$ cat config.mk
export PLATFORM = sky130hd
export DESIGN_NAME = vending_machine
export DESIGN_NICKNAME = d
export VERILOG_FILES = /design/src/vend_pkg.sv /design/src/calculate_current_state.sv /design/src/vend_change_unit.sv /design/src/vend_return_fsm.sv /design/src/vend_wait_timer.sv /design/src/vending_machine.sv
export VERILOG_INCLUDE_DIRS = /design/src
export SDC_FILE = /design/constraint.sdc
export NUM_CORES = 1
export LEC_CHECK = 0
export ABC_AREA = 1
export BUFFER_PORTS_ARGS = -buffer_cell sky130_fd_sc_hd__buf_2
export CORE_MARGIN = 5
export CORE_UTILIZATION = 65
export CTS_BUF_LIST = sky130_fd_sc_hd__clkbuf_4 sky130_fd_sc_hd__clkbuf_8
export DETAILED_ROUTE_END_ITERATION = 10
export PLACE_DENSITY_LB_ADDON = 0.05
export REMOVE_ABC_BUFFERS = 1
export SYNTH_ARGS = -nofsm -noshare
export SYNTH_HDL_FRONTEND = slang
export SYNTH_SLANG_ARGS = --single-unit
$ cat constraint.sdc
create_clock -name clk -period 27.4 [get_ports clk]
set_clock_uncertainty 0.2 [all_clocks]
set_input_delay 4.11 -clock clk [delete_from_list [all_inputs] [get_ports clk]]
set_output_delay 4.11 -clock clk [all_outputs]
set_load 0.05 [all_outputs]
$ cat src/vend_cfg.svh
`ifndef VEND_CFG_SVH
`define VEND_CFG_SVH

// Number of coin types and items
`define kNumCoins 3
`define kNumItems 4

// Credit and timer widths
`define kTotalBits 16
`define kWaitBits 16

// Session length in clock cycles
`define kWaitTime 100

// Coin values, ascending with index
`define kCoinValue0 100
`define kCoinValue1 500
`define kCoinValue2 1000

// Item prices
`define kItemPrice0 400
`define kItemPrice1 500
`define kItemPrice2 1000
`define kItemPrice3 2000

`endif

$ cat src/vend_pkg.sv
`include "vend_cfg.svh"

package vend_pkg;

	// One bit per coin type, one bit per item
	typedef logic [`kNumCoins-1:0] coin_vec_t;
	typedef logic [`kNumItems-1:0] item_vec_t;

	// Credit amount and remaining session cycles
	typedef logic [`kTotalBits-1:0] total_t;
	typedef logic [`kWaitBits-1:0] wait_t;

	// Customer request for one cycle, all bits are pulses
	typedef struct packed {
		coin_vec_t coin;
		item_vec_t select;
		logic      ret;
	} vend_req_t;

	// Payout state
	typedef enum logic [0:0] {
		RS_IDLE   = 1'b0,
		RS_RETURN = 1'b1
	} ret_state_t;

	// Coin index to value
	function automatic total_t coin_value(input int unsigned idx);
		total_t val;
		case (idx)
			0: val = total_t'(`kCoinValue0);
			1: val = total_t'(`kCoinValue1);
			2: val = total_t'(`kCoinValue2);
			default: val = '0;
		endcase
		return val;
	endfunction

	// Item index to price
	function automatic total_t item_price(input int unsigned idx);
		total_t val;
		case (idx)
			0: val = total_t'(`kItemPrice0);
			1: val = total_t'(`kItemPrice1);
			2: val = total_t'(`kItemPrice2);
			3: val = total_t'(`kItemPrice3);
			default: val = '0;
		endcase
		return val;
	endfunction

endpackage

$ cat src/calculate_current_state.sv
`timescale 1ns/1ps
`include "vend_cfg.svh"

module calculate_current_state (
	input  vend_pkg::coin_vec_t i_input_coin,
	input  vend_pkg::item_vec_t i_select_item,
	input  vend_pkg::total_t    i_current_total,
	input  vend_pkg::wait_t     i_wait_time,
	input  vend_pkg::coin_vec_t i_return_coin,
	output vend_pkg::total_t    o_current_total_nxt,
	output vend_pkg::item_vec_t o_available_item,
	output vend_pkg::item_vec_t o_output_item,
	output logic                o_activity
);
	import vend_pkg::*;

	// Session open while the timer runs
	logic   session_open;
	logic   coin_accepted;
	total_t input_total;
	total_t output_total;
	total_t return_total;

	assign session_open = (i_wait_time != '0);
	assign coin_accepted = session_open && (|i_input_coin);

	// Next credit and dispensed items
	always_comb begin
		input_total = '0;
		output_total = '0;
		return_total = '0;
		o_output_item = '0;

		if (session_open) begin
			// Sum of inserted coins
			for (int i = 0; i < `kNumCoins; i++) begin
				if (i_input_coin[i]) begin
					input_total = input_total + coin_value(i);
				end
			end

			// Each selection checked against what is left after earlier ones
			for (int i = 0; i < `kNumItems; i++) begin
				if (i_select_item[i] &&
					((i_current_total - output_total) >= item_price(i))) begin
					output_total = output_total + item_price(i);
					o_output_item[i] = 1'b1;
				end
			end
		end

		// Paid-out change leaves the credit whether or not the session is open
		for (int i = 0; i < `kNumCoins; i++) begin
			if (i_return_coin[i]) begin
				return_total = return_total + coin_value(i);
			end
		end

		o_current_total_nxt = i_current_total + input_total - output_total - return_total;
	end

	// Items the registered credit can buy
	always_comb begin
		o_available_item = '0;
		for (int i = 0; i < `kNumItems; i++) begin
			o_available_item[i] = (i_current_total >= item_price(i));
		end
	end

	// Any accepted coin or sale keeps the session alive
	assign o_activity = coin_accepted || (|o_output_item);

endmodule

$ cat src/vend_change_unit.sv
`timescale 1ns/1ps
`include "vend_cfg.svh"

module vend_change_unit (
	input  logic                clk,
	input  logic                i_arst_n,
	input  vend_pkg::total_t    i_current_total_nxt,
	input  logic                i_return_en,
	output vend_pkg::total_t    o_current_total,
	output vend_pkg::coin_vec_t o_return_coin
);
	import vend_pkg::*;

	// Set once a coin has been picked in the scan
	logic coin_found;

	// Credit register
	always_ff @(posedge clk or negedge i_arst_n) begin
		if (!i_arst_n) begin
			o_current_total <= '0;
		end else begin
			o_current_total <= i_current_total_nxt;
		end
	end

	// Greedy change selector
	always_comb begin
		o_return_coin = '0;
		coin_found = 1'b0;
		if (i_return_en) begin
			// Scan from the largest coin down
			for (int i = `kNumCoins - 1; i >= 0; i--) begin
				if (!coin_found && (o_current_total >= coin_value(i))) begin
					o_return_coin[i] = 1'b1;
					coin_found = 1'b1;
				end
			end
		end
	end

	// Credit always a multiple of the smallest coin, so a coin always fits

endmodule

$ cat src/vend_return_fsm.sv
`timescale 1ns/1ps

module vend_return_fsm (
	input  logic             clk,
	input  logic             i_arst_n,
	input  vend_pkg::wait_t  i_wait_time,
	input  vend_pkg::total_t i_current_total,
	output logic             o_return_en,
	output logic             o_return_done
);
	import vend_pkg::*;

	ret_state_t state;
	ret_state_t state_nxt;
	logic       credit_empty;

	assign credit_empty = (i_current_total == '0);

	// State register
	always_ff @(posedge clk or negedge i_arst_n) begin
		if (!i_arst_n) begin
			state <= RS_IDLE;
		end else begin
			state <= state_nxt;
		end
	end

	// Next state
	always_comb begin
		state_nxt = state;
		case (state)
			RS_IDLE: begin
				// Expired session starts a payout
				if (i_wait_time == '0) begin
					state_nxt = RS_RETURN;
				end
			end
			RS_RETURN: begin
				// Drained credit ends the payout
				if (credit_empty) begin
					state_nxt = RS_IDLE;
				end
			end
			default: state_nxt = RS_IDLE;
		endcase
	end

	// One coin per cycle while credit remains
	assign o_return_en = (state == RS_RETURN) && !credit_empty;

	// Single cycle, the timer reloads on the same edge we leave RS_RETURN
	assign o_return_done = (state == RS_RETURN) && credit_empty;

endmodule

$ cat src/vend_wait_timer.sv
`timescale 1ns/1ps
`include "vend_cfg.svh"

module vend_wait_timer (
	input  logic            clk,
	input  logic            i_arst_n,
	input  logic            i_activity,
	input  logic            i_return_req,
	input  logic            i_return_done,
	output vend_pkg::wait_t o_wait_time
);
	import vend_pkg::*;

	// Full session length
	localparam wait_t kReload = wait_t'(`kWaitTime);

	// Countdown register
	always_ff @(posedge clk or negedge i_arst_n) begin
		if (!i_arst_n) begin
			o_wait_time <= kReload;
		end else if (i_return_req) begin
			// Return button ends the session at once
			o_wait_time <= '0;
		end else if (i_activity || i_return_done) begin
			// New coin, sale or finished payout starts a fresh session
			o_wait_time <= kReload;
		end else if (o_wait_time != '0) begin
			o_wait_time <= o_wait_time - wait_t'(1);
		end
	end

	// Holds at zero until the payout finishes

endmodule

$ cat src/vending_machine.sv
`timescale 1ns/1ps

module vending_machine (
	input  logic                clk,
	input  logic                i_arst_n,
	input  vend_pkg::vend_req_t i_req,
	output vend_pkg::item_vec_t o_available_item,
	output vend_pkg::item_vec_t o_output_item,
	output vend_pkg::coin_vec_t o_return_coin
);
	import vend_pkg::*;

	// Credit loop
	total_t current_total;
	total_t current_total_nxt;

	// Session control
	wait_t wait_time;
	logic  activity;
	logic  return_en;
	logic  return_done;

	// Next credit, available and dispensed items
	calculate_current_state u_calc (
		.i_input_coin        (i_req.coin),
		.i_select_item       (i_req.select),
		.i_current_total     (current_total),
		.i_wait_time         (wait_time),
		.i_return_coin       (o_return_coin),
		.o_current_total_nxt (current_total_nxt),
		.o_available_item    (o_available_item),
		.o_output_item       (o_output_item),
		.o_activity          (activity)
	);

	// Session countdown
	vend_wait_timer u_timer (
		.clk           (clk),
		.i_arst_n      (i_arst_n),
		.i_activity    (activity),
		.i_return_req  (i_req.ret),
		.i_return_done (return_done),
		.o_wait_time   (wait_time)
	);

	// Payout control
	vend_return_fsm u_fsm (
		.clk             (clk),
		.i_arst_n        (i_arst_n),
		.i_wait_time     (wait_time),
		.i_current_total (current_total),
		.o_return_en     (return_en),
		.o_return_done   (return_done)
	);

	// Credit register and change coins
	vend_change_unit u_change (
		.clk                 (clk),
		.i_arst_n            (i_arst_n),
		.i_current_total_nxt (current_total_nxt),
		.i_return_en         (return_en),
		.o_current_total     (current_total),
		.o_return_coin       (o_return_coin)
	);

endmodule
# Yosys cells after proc, flatten, opt, wreduce, memory -nomap -nowiden
# Cells that the tools add are included.
# word_totals
reg_bits	33
inputBits	10
out_inout_bits	11
wordCells	103
# classes
n_addsub	14
order_cmp	11
n_mux	54
n_bitwise	1
n_reduce_logical	20
# op_table
cell	count
two-way mux 16 bit	36
adder 16 bit	7
greater-or-equal comparator 16 bit	7
subtractor 16 bit	5
greater-or-equal comparator 16 x 9 -> 1 bit (second input constant)	2
zero test 16 bit	2
adder 7 x 16 -> 16 bit	1
greater-or-equal comparator 16 x 10 -> 1 bit (second input constant)	1
greater-or-equal comparator 16 x 11 -> 1 bit (second input constant)	1
nonzero test 16 bit	1
subtractor 16 x 1 -> 16 bit (second input constant)	1
two-way mux 7 bit	2
two-way mux 1 bit	12
logical AND 1 bit	9
two-way mux 9 bit	1
two-way mux 4 bit	1
OR reduction 4 bit	1
zero test 1 bit	3
two-way mux 3 bit	1
nonzero test 3 bit	1
OR reduction 3 bit	1
logical OR 1 bit	2
case mux 1 bit (2 select lines)	1
inverter 1 bit	1

# Depth between registers and ports, before layout
# Gate-level depths: netlist of the first run.
# logic_depth
ltp_word	32
mapped_depth	68
ltp_nobuf	68

# Modules after synthesis
# Synthesis of the first run repeated with hierarchy kept, for this count alone.
# unflattened
cells_unflattened	802
area_unflattened_um2	5221.3
# by_module_without_submodules
module	instances	cells_per_inst	area_per_inst_um2	seq_area_each_um2
calculate_current_state	1	567	3490.8	0.0
vend_wait_timer	1	144	997.2	404.1
vend_change_unit	1	54	569.3	400.4
vend_return_fsm	1	37	163.9	25.0

# Worst setup path before layout of the first run
# Ideal clock, no wire load.
# synth_timing
kind	input-to-output
startpoint	input i_req[1] (netlist name)
endpoint	output o_output_item[3]
t_arrival_ns	9.299
t_required_ns	23.090
slack_ns	13.791
cell_stages	42
path_buffers	0
path_cell_list	nand2_1 > inv_1 > ha_1 > ha_1 > or2_2 > nor3_1 > nand3b_1 > nor2_1 > nor2_1 > nand3_1 > nand2_1 > inv_1 > ha_1 > inv_1 > ha_1 > inv_1 > nor2_1 > nand3_1 > [6 not listed] > nand3_1 > nand2_1 > ha_1 > inv_1 > ha_1 > nand3_1 > nand2_1 > inv_1 > nand2_1 > nand2_1 > nand2_1 > nand2_1 > nand2_1 > nor2_1 > nand3b_1 > nand4_1 > nand2_2 > nor2_2
# synth_via
elab_chain_len	18
word_cells_on_any_way	20
cone_classes	add/sub: 5; order compare: 3; mux: 8; reduce/logical: 4
# synth_rtl
item	line_no	text
from (decl)	vending_machine.sv:6	input vend_pkg::vend_req_t i_req,
logical AND 1 bit *	calculate_current_state.sv:44	if (i_select_item[i] &&
two-way mux 9 bit *	calculate_current_state.sv:44	
two-way mux 16 bit *	calculate_current_state.sv:34	if (session_open) begin
subtractor 16 bit	calculate_current_state.sv:45	((i_current_total - output_total) >= item_price(i))) begin
greater-or-equal comparator 16 bit	calculate_current_state.sv:45	
logical AND 1 bit	calculate_current_state.sv:44	
two-way mux 16 bit *	calculate_current_state.sv:44	
two-way mux 16 bit *	calculate_current_state.sv:34	
[2 not listed]	-	
logical AND 1 bit	calculate_current_state.sv:44	
two-way mux 16 bit *	calculate_current_state.sv:44	
two-way mux 16 bit *	calculate_current_state.sv:34	
subtractor 16 bit *	calculate_current_state.sv:45	
greater-or-equal comparator 16 bit *	calculate_current_state.sv:45	
logical AND 1 bit *	calculate_current_state.sv:44	
two-way mux 1 bit *	calculate_current_state.sv:44	
two-way mux 4 bit *	calculate_current_state.sv:34	
to (decl)	vending_machine.sv:8	output vend_pkg::item_vec_t o_output_item,
# Every way passes the cells marked *; elsewhere a longest branch is shown, timed or not. The select of a mux whose other input is x is not followed.

# Worst setup path after layout of the first run
# Same ends and word-level chain as after synthesis.

==> results of run 1 <==
==> worst max-delay path: cells and delay by family <==
family / cells / cell delay, ps
buffers and inverters: 8 / 1000
adder cells (fa/ha/maj): 6 / 1810
AND/OR/NAND/NOR: 29 / 3430
==> synthesized netlist by cell type, drive strengths merged <==
cell	instances	area share, %
inv	130	10
o21bai	1	0.16
or2	6	0.80
nor3b	1	0.27
nor3	15	1.8
dfrtp	28	15
a211oi	2	0.32
fa	20	8.6
nor4	3	0.40
nand2	176	15
nand3b	3	0.48
nand3	51	5.6
a21oi	30	3.2
o22a	1	0.19
a21o	2	0.32
xnor2	12	2.2
and2	2	0.27
a21boi	2	0.32
o21ai	25	2.8
a32oi	1	0.19
o211ai	1	0.16
o21a	3	0.48
o31ai	2	0.32
xor2	17	3.2
buf	3	0.59
o311ai	1	0.19
o32ai	1	0.19
o22ai	1	0.13
ha	53	14
a31oi	1	0.13
dfstp	3	1.7
nor2	89	8.3
nand4	14	1.9
==> cell families (layout without fill, tap and decap cells) <==
group	count (synthesis)	in the layout	share of synthesized area, %
simple gates	360	360	35.1
compound gates	74	74	9.06
flops	31	31	16.7
buf+inv	133	158	11.1
xor+xnor	29	29	5.43
fa+ha+maj	73	73	22.7
==> worst max path at each step <==
stage	startpoint	endpoint	slack, ps
floorplan	i_req[1]	o_output_item[3]	13790
global placement	i_req[1]	o_output_item[3]	13070
detailed placement	i_req[1]	o_output_item[3]	12830
CTS	i_req[1]	o_output_item[3]	12820
global route	i_req[1]	o_output_item[3]	12100
finish	i_req[1]	o_output_item[3]	12750
==> through the flow <==
step | std cells | util, % | hold WS [ps] | setup slack, ps
final | 824 | 69.9 | 287 | 12750
after global routing | 824 | 69.9 | 328 | 12100
after CTS | 824 | 69.9 | 288 | 12820
after detailed placement | 816 | 68.3 | 271 | 12830
after global placement | 816 | 68.3 | 265 | 13070
after floorplan | 697 | - | 249 | 13790
==> area by class of cell <==
class / instances / area (um^2)
Clock inverter: 3 / 43.8
Multi-Input combinational cell: 536 / 3380
Inverter: 130 / 490
Sequential cell: 31 / 779
Tap cell: 99 / 124
Timing Repair Buffer: 20 / 100
Clock buffer: 5 / 68.8
Fill cell: 636 / 2150
==> flip-flops by register name, summed over array words and instances, names as in the netlist <==
| signal | cells |
|---|---|
| u_fsm.state | 1 |
| u_timer.o_wait_time | 16 |
| u_change.o_current_total | 14 |
==> routing by layer <==
layer,track usage [%],wire length (um)
met5,0,0
met4,16.3,714
met3,4.30,915
met2,51.6,6130
met1,39.3,5190
==> flow_summary.json, run 1 <==
{
  "final_common_cell": "nand2_1",
  "slew_headroom_pct": 53.1,
  "core_area_um2": 7140,
  "nNetsFinal": 807,
  "ys_warn_count": 0,
  "fp-row-count": 31,
  "final_area_um2": 4990,
  "final.setup.tns_ps": 0,
  "track_usage_pct": 31.1,
  "r2r-end": "u_change.o_current_total[14]$_DFF_PN0_",
  "root_buffer": "clkbuf_8",
  "dr.first_iter.drc_count": 223,
  "fin_crit_sh_pct": 53.5,
  "cts.path.max_buffers": 2,
  "antenna_cells": 0,
  "tritoncts": "done",
  "clk_latency_ps": 300,
  "hold_violations": 0,
  "num_vias": 4626,
  "cts_setup_buffers": 0,
  "worst_ep_required_time_ps": 23090,
  "htreeDepth": 2,
  "rsz0062_at_grt": "false",
  "slew_violations": 0,
  "viasPerCell": 5.61,
  "min_period_ps": 14650,
  "dp_hpwl_um": 10600,
  "avgSynthCellArea_um2": 6.69,
  "fp.dieH_um": 94.9,
  "port_buffers": 20,
  "drt-pass1-iter-count": 6,
  "max_slew.worst_pin.slew_ps": 704,
  "whs_endpoint": "u_timer.o_wait_time[0]$_DFFE_PN0P_",
  "worstSetupPathType": "input pin to output port",
  "min_from": "u_timer.o_wait_time[0]$_DFFE_PN0P_",
  "grt_max_degree": 32,
  "drtAntennaViolNets": 0,
  "syn_inst": 700,
  "synth_area_um2": 4680,
  "max_stage_delay_ps": 410,
  "grt_overflow": 0,
  "area_growth_pct": 6.60,
  "grt_pass1_wl_um": 21600,
  "drt-total-wl_um": 12900,
  "die-width_um": 94.9,
  "placed_cell_area_um2": 4880,
  "reg2regPathDepth": 61,
  "cts_resized": 0,
  "dieArea_um2": 9000,
  "maxCapViolCount": 0,
  "pin_count": 21,
  "critPathSlowestCell": "ha_1",
  "drc": 0,
  "endpoint_kind": "output port",
  "r2r_slack_ps": 16280,
  "initial_utilization_pct": 65.6,
  "clk_pin_slew_worst_paths_ps": 70,
  "cts_sinks": 31,
  "status": "finished clean",
  "holdPathStages": 2,
  "drive_gt1_share_pct": 10.3,
  "ys_types": 45,
  "gp_congestion": 1.04,
  "ys_seq_area_share_pct": 16.7,
  "r2r-start": "u_change.o_current_total[10]$_DFF_PN0_",
  "cts_buffers": 5,
  "max_freq_mhz": 68.3,
  "setup_viol": 0,
  "holdBufCountCts": 0,
  "start_kind": "input pin",
  "cp_common_cell": "nand2_1",
  "grt_pass1_vias": 4530,
  "wl_per_cell_um": 15.7,
  "antenna_found_initial": 0,
  "cp_max_fo": 7,
  "ys_ff_latch": 31,
  "min_path_type": "flop to flop",
  "cp.arrival_ps": 10340,
  "layout_common_cells": "nand2_1, inv_1, nor2_1"
}
Power of run 1 is not shown: default switching activity piles up to over one toggle a cycle in this logic, so the estimate is an artifact.
==> inputs of run 2 (changes only) <==
Settings changed: CORE_UTILIZATION 65 to 59.
Clock period 27.4 ns to 12.9 ns, I/O delays scaled along.
==> run 2 against run 1 <==
Design area increased by 0.18%; highest routed layer unchanged; core utilization fell by 5.2 points; clock-buffer cell count is 1 higher.
==> flow_summary.json, run 2 (synthesis gave the netlist of run 1 again) <==
{
  "num_vias": 4488,
  "reg_top3": "u_timer.o_wait_time x16, u_change.o_current_total x14, u_fsm.state x1",
  "max_freq_mhz": 91.7,
  "root_buffer": "clkbuf_8",
  "viasPerCell": 5.43,
  "setup_viol": 0,
  "min_from": "u_timer.o_wait_time[0]$_DFFE_PN0P_",
  "dp_hpwl_um": 10500,
  "track_usage_pct": 26.9,
  "cts_resized": 0,
  "hold_violations": 0,
  "area_growth_pct": 6.79,
  "max_stage_delay_ps": 580,
  "htreeDepth": 2,
  "cts.path.max_buffers": 2,
  "clk_pin_slew_worst_paths_ps": 80,
  "drive_gt1_share_pct": 10.3,
  "crit_path_start": "i_req[1]",
  "worstSetupPathType": "input pin to flop",
  "cts_setup_buffers": 0,
  "grt_max_degree": 32,
  "dr.first_iter.drc_count": 209,
  "maxCapViolCount": 0,
  "holdBufCountCts": 0,
  "cp_max_fo": 7,
  "cp_common_cell": "nand2_1",
  "start_kind": "input pin",
  "antenna_found_initial": 0,
  "max_slew.worst_pin.slew_ps": 732,
  "pin_count": 21,
  "rsz0062_at_grt": "false",
  "cts_sinks": 31,
  "cts_buffers": 5,
  "fp.dieH_um": 99.1,
  "grt_pass1_wl_um": 21100,
  "status": "finished clean",
  "gp_congestion": 0.980,
  "min_period_ps": 10910,
  "r2r-start": "u_change.o_current_total[10]$_DFF_PN0_",
  "fp-row-count": 32,
  "endpoint_kind": "flop",
  "dieArea_um2": 9810,
  "placed_cell_area_um2": 4880,
  "slew_headroom_pct": 51.2,
  "final.setup.tns_ps": 0,
  "drt-total-wl_um": 12600,
  "cp.arrival_ps": 10930,
  "wl_per_cell_um": 15.3,
  "worst_ep_required_time_ps": 12930,
  "layout_common_cells": "nand2_1, inv_1, nor2_1",
  "antenna_cells": 0,
  "fin_crit_sh_pct": 84.5,
  "drc": 0,
  "clk_latency_ps": 290,
  "largest_reg_flops": 16,
  "grt_overflow": 0,
  "regMostFlops": "u_timer.o_wait_time",
  "core_area_um2": 7730,
  "post-route-util_pct": 64.7,
  "port_buffers": 20,
  "tritoncts": "done",
  "initial_utilization_pct": 60.6,
  "nNetsFinal": 807,
  "final_area_um2": 5000,
  "final_common_cell": "nand2_1",
  "drt-pass1-iter-count": 5,
  "drtAntennaViolNets": 0,
  "min_path_type": "flop to flop",
  "critPathSlowestCell": "fa_1",
  "die-width_um": 99.1,
  "grt_pass1_vias": 4353,
  "slew_violations": 0
}
run 2: routing by layer:
metal	track usage, %	share of wire, %	routed length (um)	vias up
met5	0	0	0	-
met4	11.3	4.0	511	0
met3	4.32	6.3	796	38
met2	45.1	48	6010	135
met1	34.3	42	5300	2057
li1	-	-	-	2258
run 2: final cells by class:
type	instances	area, um^2
clock buffer	6	82.6
clock inverter	2	35.0
fill	736	2730
inverter	130	490
multi-input combinational	536	3380
sequential	31	779
tap	102	128
timing repair buffer	20	100
run 2: worst paths after layout:
kind,slack (ps),to,cells past startpoint
hold / removal,310,u_timer.o_wait_time[0]$_DFFE_PN0P_,2
min in group asynchronous,1500,u_timer.o_wait_time[14]$_DFFE_PN0P_,1
setup reg to reg,2120,u_change.o_current_total[14]$_DFF_PN0_,65
hold reg to reg,310,u_timer.o_wait_time[0]$_DFFE_PN0P_,2
setup / recovery,1990,u_change.o_current_total[14]$_DFF_PN0_,59
max in group asynchronous,10520,u_change.o_current_total[2]$_DFF_PN0_,1
run 2: worst max-delay path: cells and delay by family:
kind	cells	cell delay (ps)
AND/OR/NAND/NOR	32	3380
adder cells (fa/ha/maj)	9	3160
AO/OA/AOI/OAI	8	1450
buffers and inverters	9	820
XOR/XNOR	1	150
run 2: metrics by stage:
stage                     cells  setup slack, ps  hold slack (ps)
final                       827             1990              307
after global routing        827              894              333
after CTS                   827             2040              309
after detailed placement    819             1750              293
after global placement      819             1910              265
after floorplan             697             3050              249
Power of run 2 is left out for the same reason.
==> inputs of run 3 (changes only) <==
Settings changed: ABC_AREA 1 to 0, CORE_UTILIZATION 59 to 65.
Clock period 12.9 ns to 10.1 ns, I/O delays scaled along.
==> run 3 against run 2 <==
The flow now stops in 5_1_grt; synthesized cell count down 23%; area after synthesis down 6.8%.
==> flow_summary.json, run 3 <==
{
  "status": "aborted with a tool error",
  "haltStage": "5_1_grt",
  "tool.error": "[ERROR DPL-0038] Utilization greater than 100%, impossible to legalize",
  "ys_types": 68,
  "ys_warn_count": 0,
  "cts_buffers": 5,
  "synthFlopType": "dfrtp_1",
  "gp_congestion": 0.964,
  "cts.path.max_buffers": 2,
  "root_buffer": "clkbuf_8",
  "synthArstFlopShare_pct": 100,
  "fp.dieH_um": 91.9,
  "avgSynthCellArea_um2": 8.14,
  "worst-ep-kind": "sequential cell input",
  "synth-edff-count": 0,
  "cts_sinks": 31,
  "initial_utilization_pct": 67.6,
  "pin_count": 21,
  "yosys.area.top_type_share_pct": 16.1,
  "grt_max_degree": 32,
  "syn_inst": 536,
  "port_buffers": 20,
  "synth_commonest_cells": "inv_1, nor2_1, ha_1",
  "synth_area_um2": 4360,
  "htreeDepth": 2,
  "ys_seq_area_share_pct": 17.9,
  "yosysTopAreaCell": "dfrtp_1",
  "holdBufCountCts": 0,
  "yosys-top-cells-area": "dfrtp_1, ha_1, fa_1, inv_1, xnor2_1",
  "ys_ff_latch": 31,
  "postGrtWorstEndpoint": "u_change.o_current_total[13]$_DFF_PN0_/D",
  "fp-row-count": 29,
  "die-width_um": 91.9,
  "yosysMostFrequentCell": "inv_1",
  "dp_hpwl_um": 10600
}
-- run 3: cell families after synthesis --
logic type / share of synthesized area (%)
DFF: 17.9
muxes: 1.92
adders and majority gates: 24.4
and+or+nand+nor: 21.4
AOI/OAI and AO/OA: 21.1
buffers and inverters: 6.28
xor gates and xnor gates: 7.02
-- run 3: through the flow --
stage	setup TNS [ps]	cells	setup slack, ps	instance area, um^2
after CTS	-3750	766	-678	5790
after detailed placement	-10450	740	-1350	5390
after global placement	-4650	740	-804	5390
after floorplan	-17270	527	-1970	4320
-- run 3: what timing repair did --
| item | in CTS |
|---|---|
| setup buffers | 18 |
| setup endpoints to repair | 12 |
| endpoints found under the hold margin | 0 |
| pin swaps | 13 |
| resized for setup | 38 |
==> inputs of run 4 (changes only) <==
Settings changed: CORE_UTILIZATION 65 to 40, CTS_BUF_LIST sky130_fd_sc_hd__clkbuf_4 sky130_fd_sc_hd__clkbuf_8 to default, PLACE_DENSITY_LB_ADDON 0.05 to 0.15.
==> run 4 against run 3 <==
The flow now finishes without violations; synthesized cell count did not move; area after synthesis did not move.
==> flow_summary.json, run 4 <==
{
  "dieArea_um2": 13100,
  "synth_xor_area_share_pct": 7.02,
  "slew_headroom_pct": 34.2,
  "multiInputGateArea_um2": 3910,
  "fin_crit_sh_pct": 98.4,
  "fp-row-count": 38,
  "synth_commonest_cells": "inv_1, nor2_1, ha_1",
  "grt_overflow": 0,
  "final_area_um2": 6370,
  "cp_common_cell": "ha_4",
  "dr.first_iter.drc_count": 247,
  "wl_per_cell_um": 16.8,
  "hold_violations": 0,
  "drc": 0,
  "worstSetupPathType": "input pin to flop",
  "min_period_ps": 9940,
  "drt-pass1-iter-count": 7,
  "synth_compound_area_share_pct": 21.1,
  "grt_max_degree": 32,
  "tritoncts": "done",
  "port_buffers": 20,
  "synthAdderAreaFrac_pct": 24.4,
  "clk_pin_slew_worst_paths_ps": 80,
  "largest_reg_flops": 16,
  "slew_violations": 0,
  "viasPerCell": 5.41,
  "drive_gt1_share_pct": 38.3,
  "start_kind": "input pin",
  "layout_common_cells": "buf_4, nor2_1, inv_1",
  "grt_pass1_wl_um": 22100,
  "rsz0062_at_grt": "true",
  "grt_pass1_vias": 4516,
  "num_vias": 4476,
  "clk_latency_ps": 300,
  "drt-total-wl_um": 13900,
  "cp_max_fo": 6,
  "cts.path.max_buffers": 2,
  "track_usage_pct": 20.9,
  "initial_utilization_pct": 40.6,
  "fin_cells": 827,
  "antenna_cells": 0,
  "htreeDepth": 2,
  "drtAntennaViolNets": 0,
  "reg_top3": "u_timer.o_wait_time x16, u_change.o_current_total x14, u_fsm.state x1",
  "avgSynthCellArea_um2": 8.14,
  "die-width_um": 114,
  "dp_hpwl_um": 10900,
  "fillCellCount": 951,
  "yosys-top-cells-area": "dfrtp_1, ha_1, fa_1, inv_1, xnor2_1",
  "gp_congestion": 0.902,
  "max_slew.worst_pin.slew_ps": 975,
  "core_area_um2": 10700,
  "yosys.area_share.simple_pct": 21.4,
  "synth_top_family_by_area": "adder cells",
  "setup_viol": 0,
  "ys_seq_area_share_pct": 17.9,
  "status": "finished clean",
  "cp.arrival_ps": 9960,
  "cts_sinks": 31,
  "fp.dieH_um": 114,
  "synthArstFlopShare_pct": 100,
  "worst_ep_required_time_ps": 10120,
  "syn_inst": 536,
  "synth_mux_area_share_pct": 1.92,
  "max_freq_mhz": 101,
  "max_stage_delay_ps": 550,
  "ys_warn_count": 0,
  "synth_area_um2": 4360,
  "min_path_type": "flop to flop",
  "cts_buffers": 5,
  "area_growth_pct": 46.0,
  "root_buffer": "clkbuf_8",
  "synthFlopType": "dfrtp_1",
  "yosysMostFrequentCell": "inv_1",
  "antenna_found_initial": 0,
  "critPathSlowestCell": "or4_4",
  "regMostFlops": "u_timer.o_wait_time",
  "endpoint_kind": "flop",
  "nNetsFinal": 769,
  "synth-edff-count": 0,
  "r2r_slack_ps": 270,
  "yosysTopAreaCell": "dfrtp_1",
  "final_common_cell": "buf_4",
  "placed_cell_area_um2": 5480,
  "holdBufCountCts": 0,
  "register_area_um2": 779,
  "yosys.area.top_type_share_pct": 16.1,
  "pin_count": 21,
  "placed_cells": 804,
  "final.setup.tns_ps": 0,
  "maxCapViolCount": 0,
  "ys_types": 68,
  "ys_ff_latch": 31
}
-- run 4: what timing repair did --
action | CTS | global route
buffers inserted | 5 | 12
endpoints found under the setup margin | 11 | 12
resized for setup | 31 | 112
pin swaps | 12 | 55
-- run 4: area by class of cell --
| class | instances | share of cell area, % |
|---|---|---|
| multi-input cells | 434 | 61.4 |
| repair buffers | 152 | 17.9 |
| flip-flops and latches | 31 | 12.2 |
| inverters | 62 | 3.81 |
| well taps | 140 | 2.75 |
| clock buffers | 6 | 1.30 |
| clock inverters | 2 | 0.550 |
-- run 4: path summary, 6_finish.rpt --
path,startpoint,to,cells after the start
max,i_req[1],u_change.o_current_total[14]$_DFF_PN0_,47
min,u_timer.o_wait_time[10]$_DFFE_PN0P_,u_timer.o_wait_time[10]$_DFFE_PN0P_,2
max reg2reg,u_change.o_current_total[12]$_DFF_PN0_,u_change.o_current_total[14]$_DFF_PN0_,49
min reg2reg,u_timer.o_wait_time[10]$_DFFE_PN0P_,u_timer.o_wait_time[10]$_DFFE_PN0P_,2
max in group asynchronous,i_arst_n,u_timer.o_wait_time[7]$_DFFE_PN0P_,1
min in group asynchronous,i_arst_n,u_change.o_current_total[12]$_DFF_PN0_,1
-- run 4: worst max-delay path, delay by kind of cell --
kind | cells | cell delay [ps]
compound gates | 15 | 2790
fa+ha+maj | 8 | 2160
simple gates | 9 | 1790
buf+inv | 13 | 1300
mux | 1 | 250
xor+xnor | 1 | 170
-- run 4: cell families after synthesis --
logic type / Yosys count
XOR/XNOR: 35
AND/OR/NAND/NOR: 187
flip-flops: 31
multiplexers: 8
AO/OA/AOI/OAI: 131
adder cells (fa/ha/maj): 73
buffers and inverters: 71
-- run 4: metal layers --
| layer | track usage, % | part of all wire [%] |
|---|---|---|
| met5 | 0 | 0 |
| met4 | 7.76 | 3.7 |
| met3 | 2.91 | 4.2 |
| met2 | 34.6 | 49 |
| met1 | 27.6 | 43 |
-- run 4: through the flow --
step / setup slack [ps] / utilization, % / hold WS (ps)
5_1_grt: -199 / 59.3 / 372
2_1_floorplan: -1970 / - / 299
3_5_place_dp: -1160 / 51.0 / 329
3_3_place_gp: -949 / 51.0 / 330
4_1_cts: -498 / 53.7 / 347
6_report: 160 / 59.3 / 344
Power of run 4 is left out for the same reason.
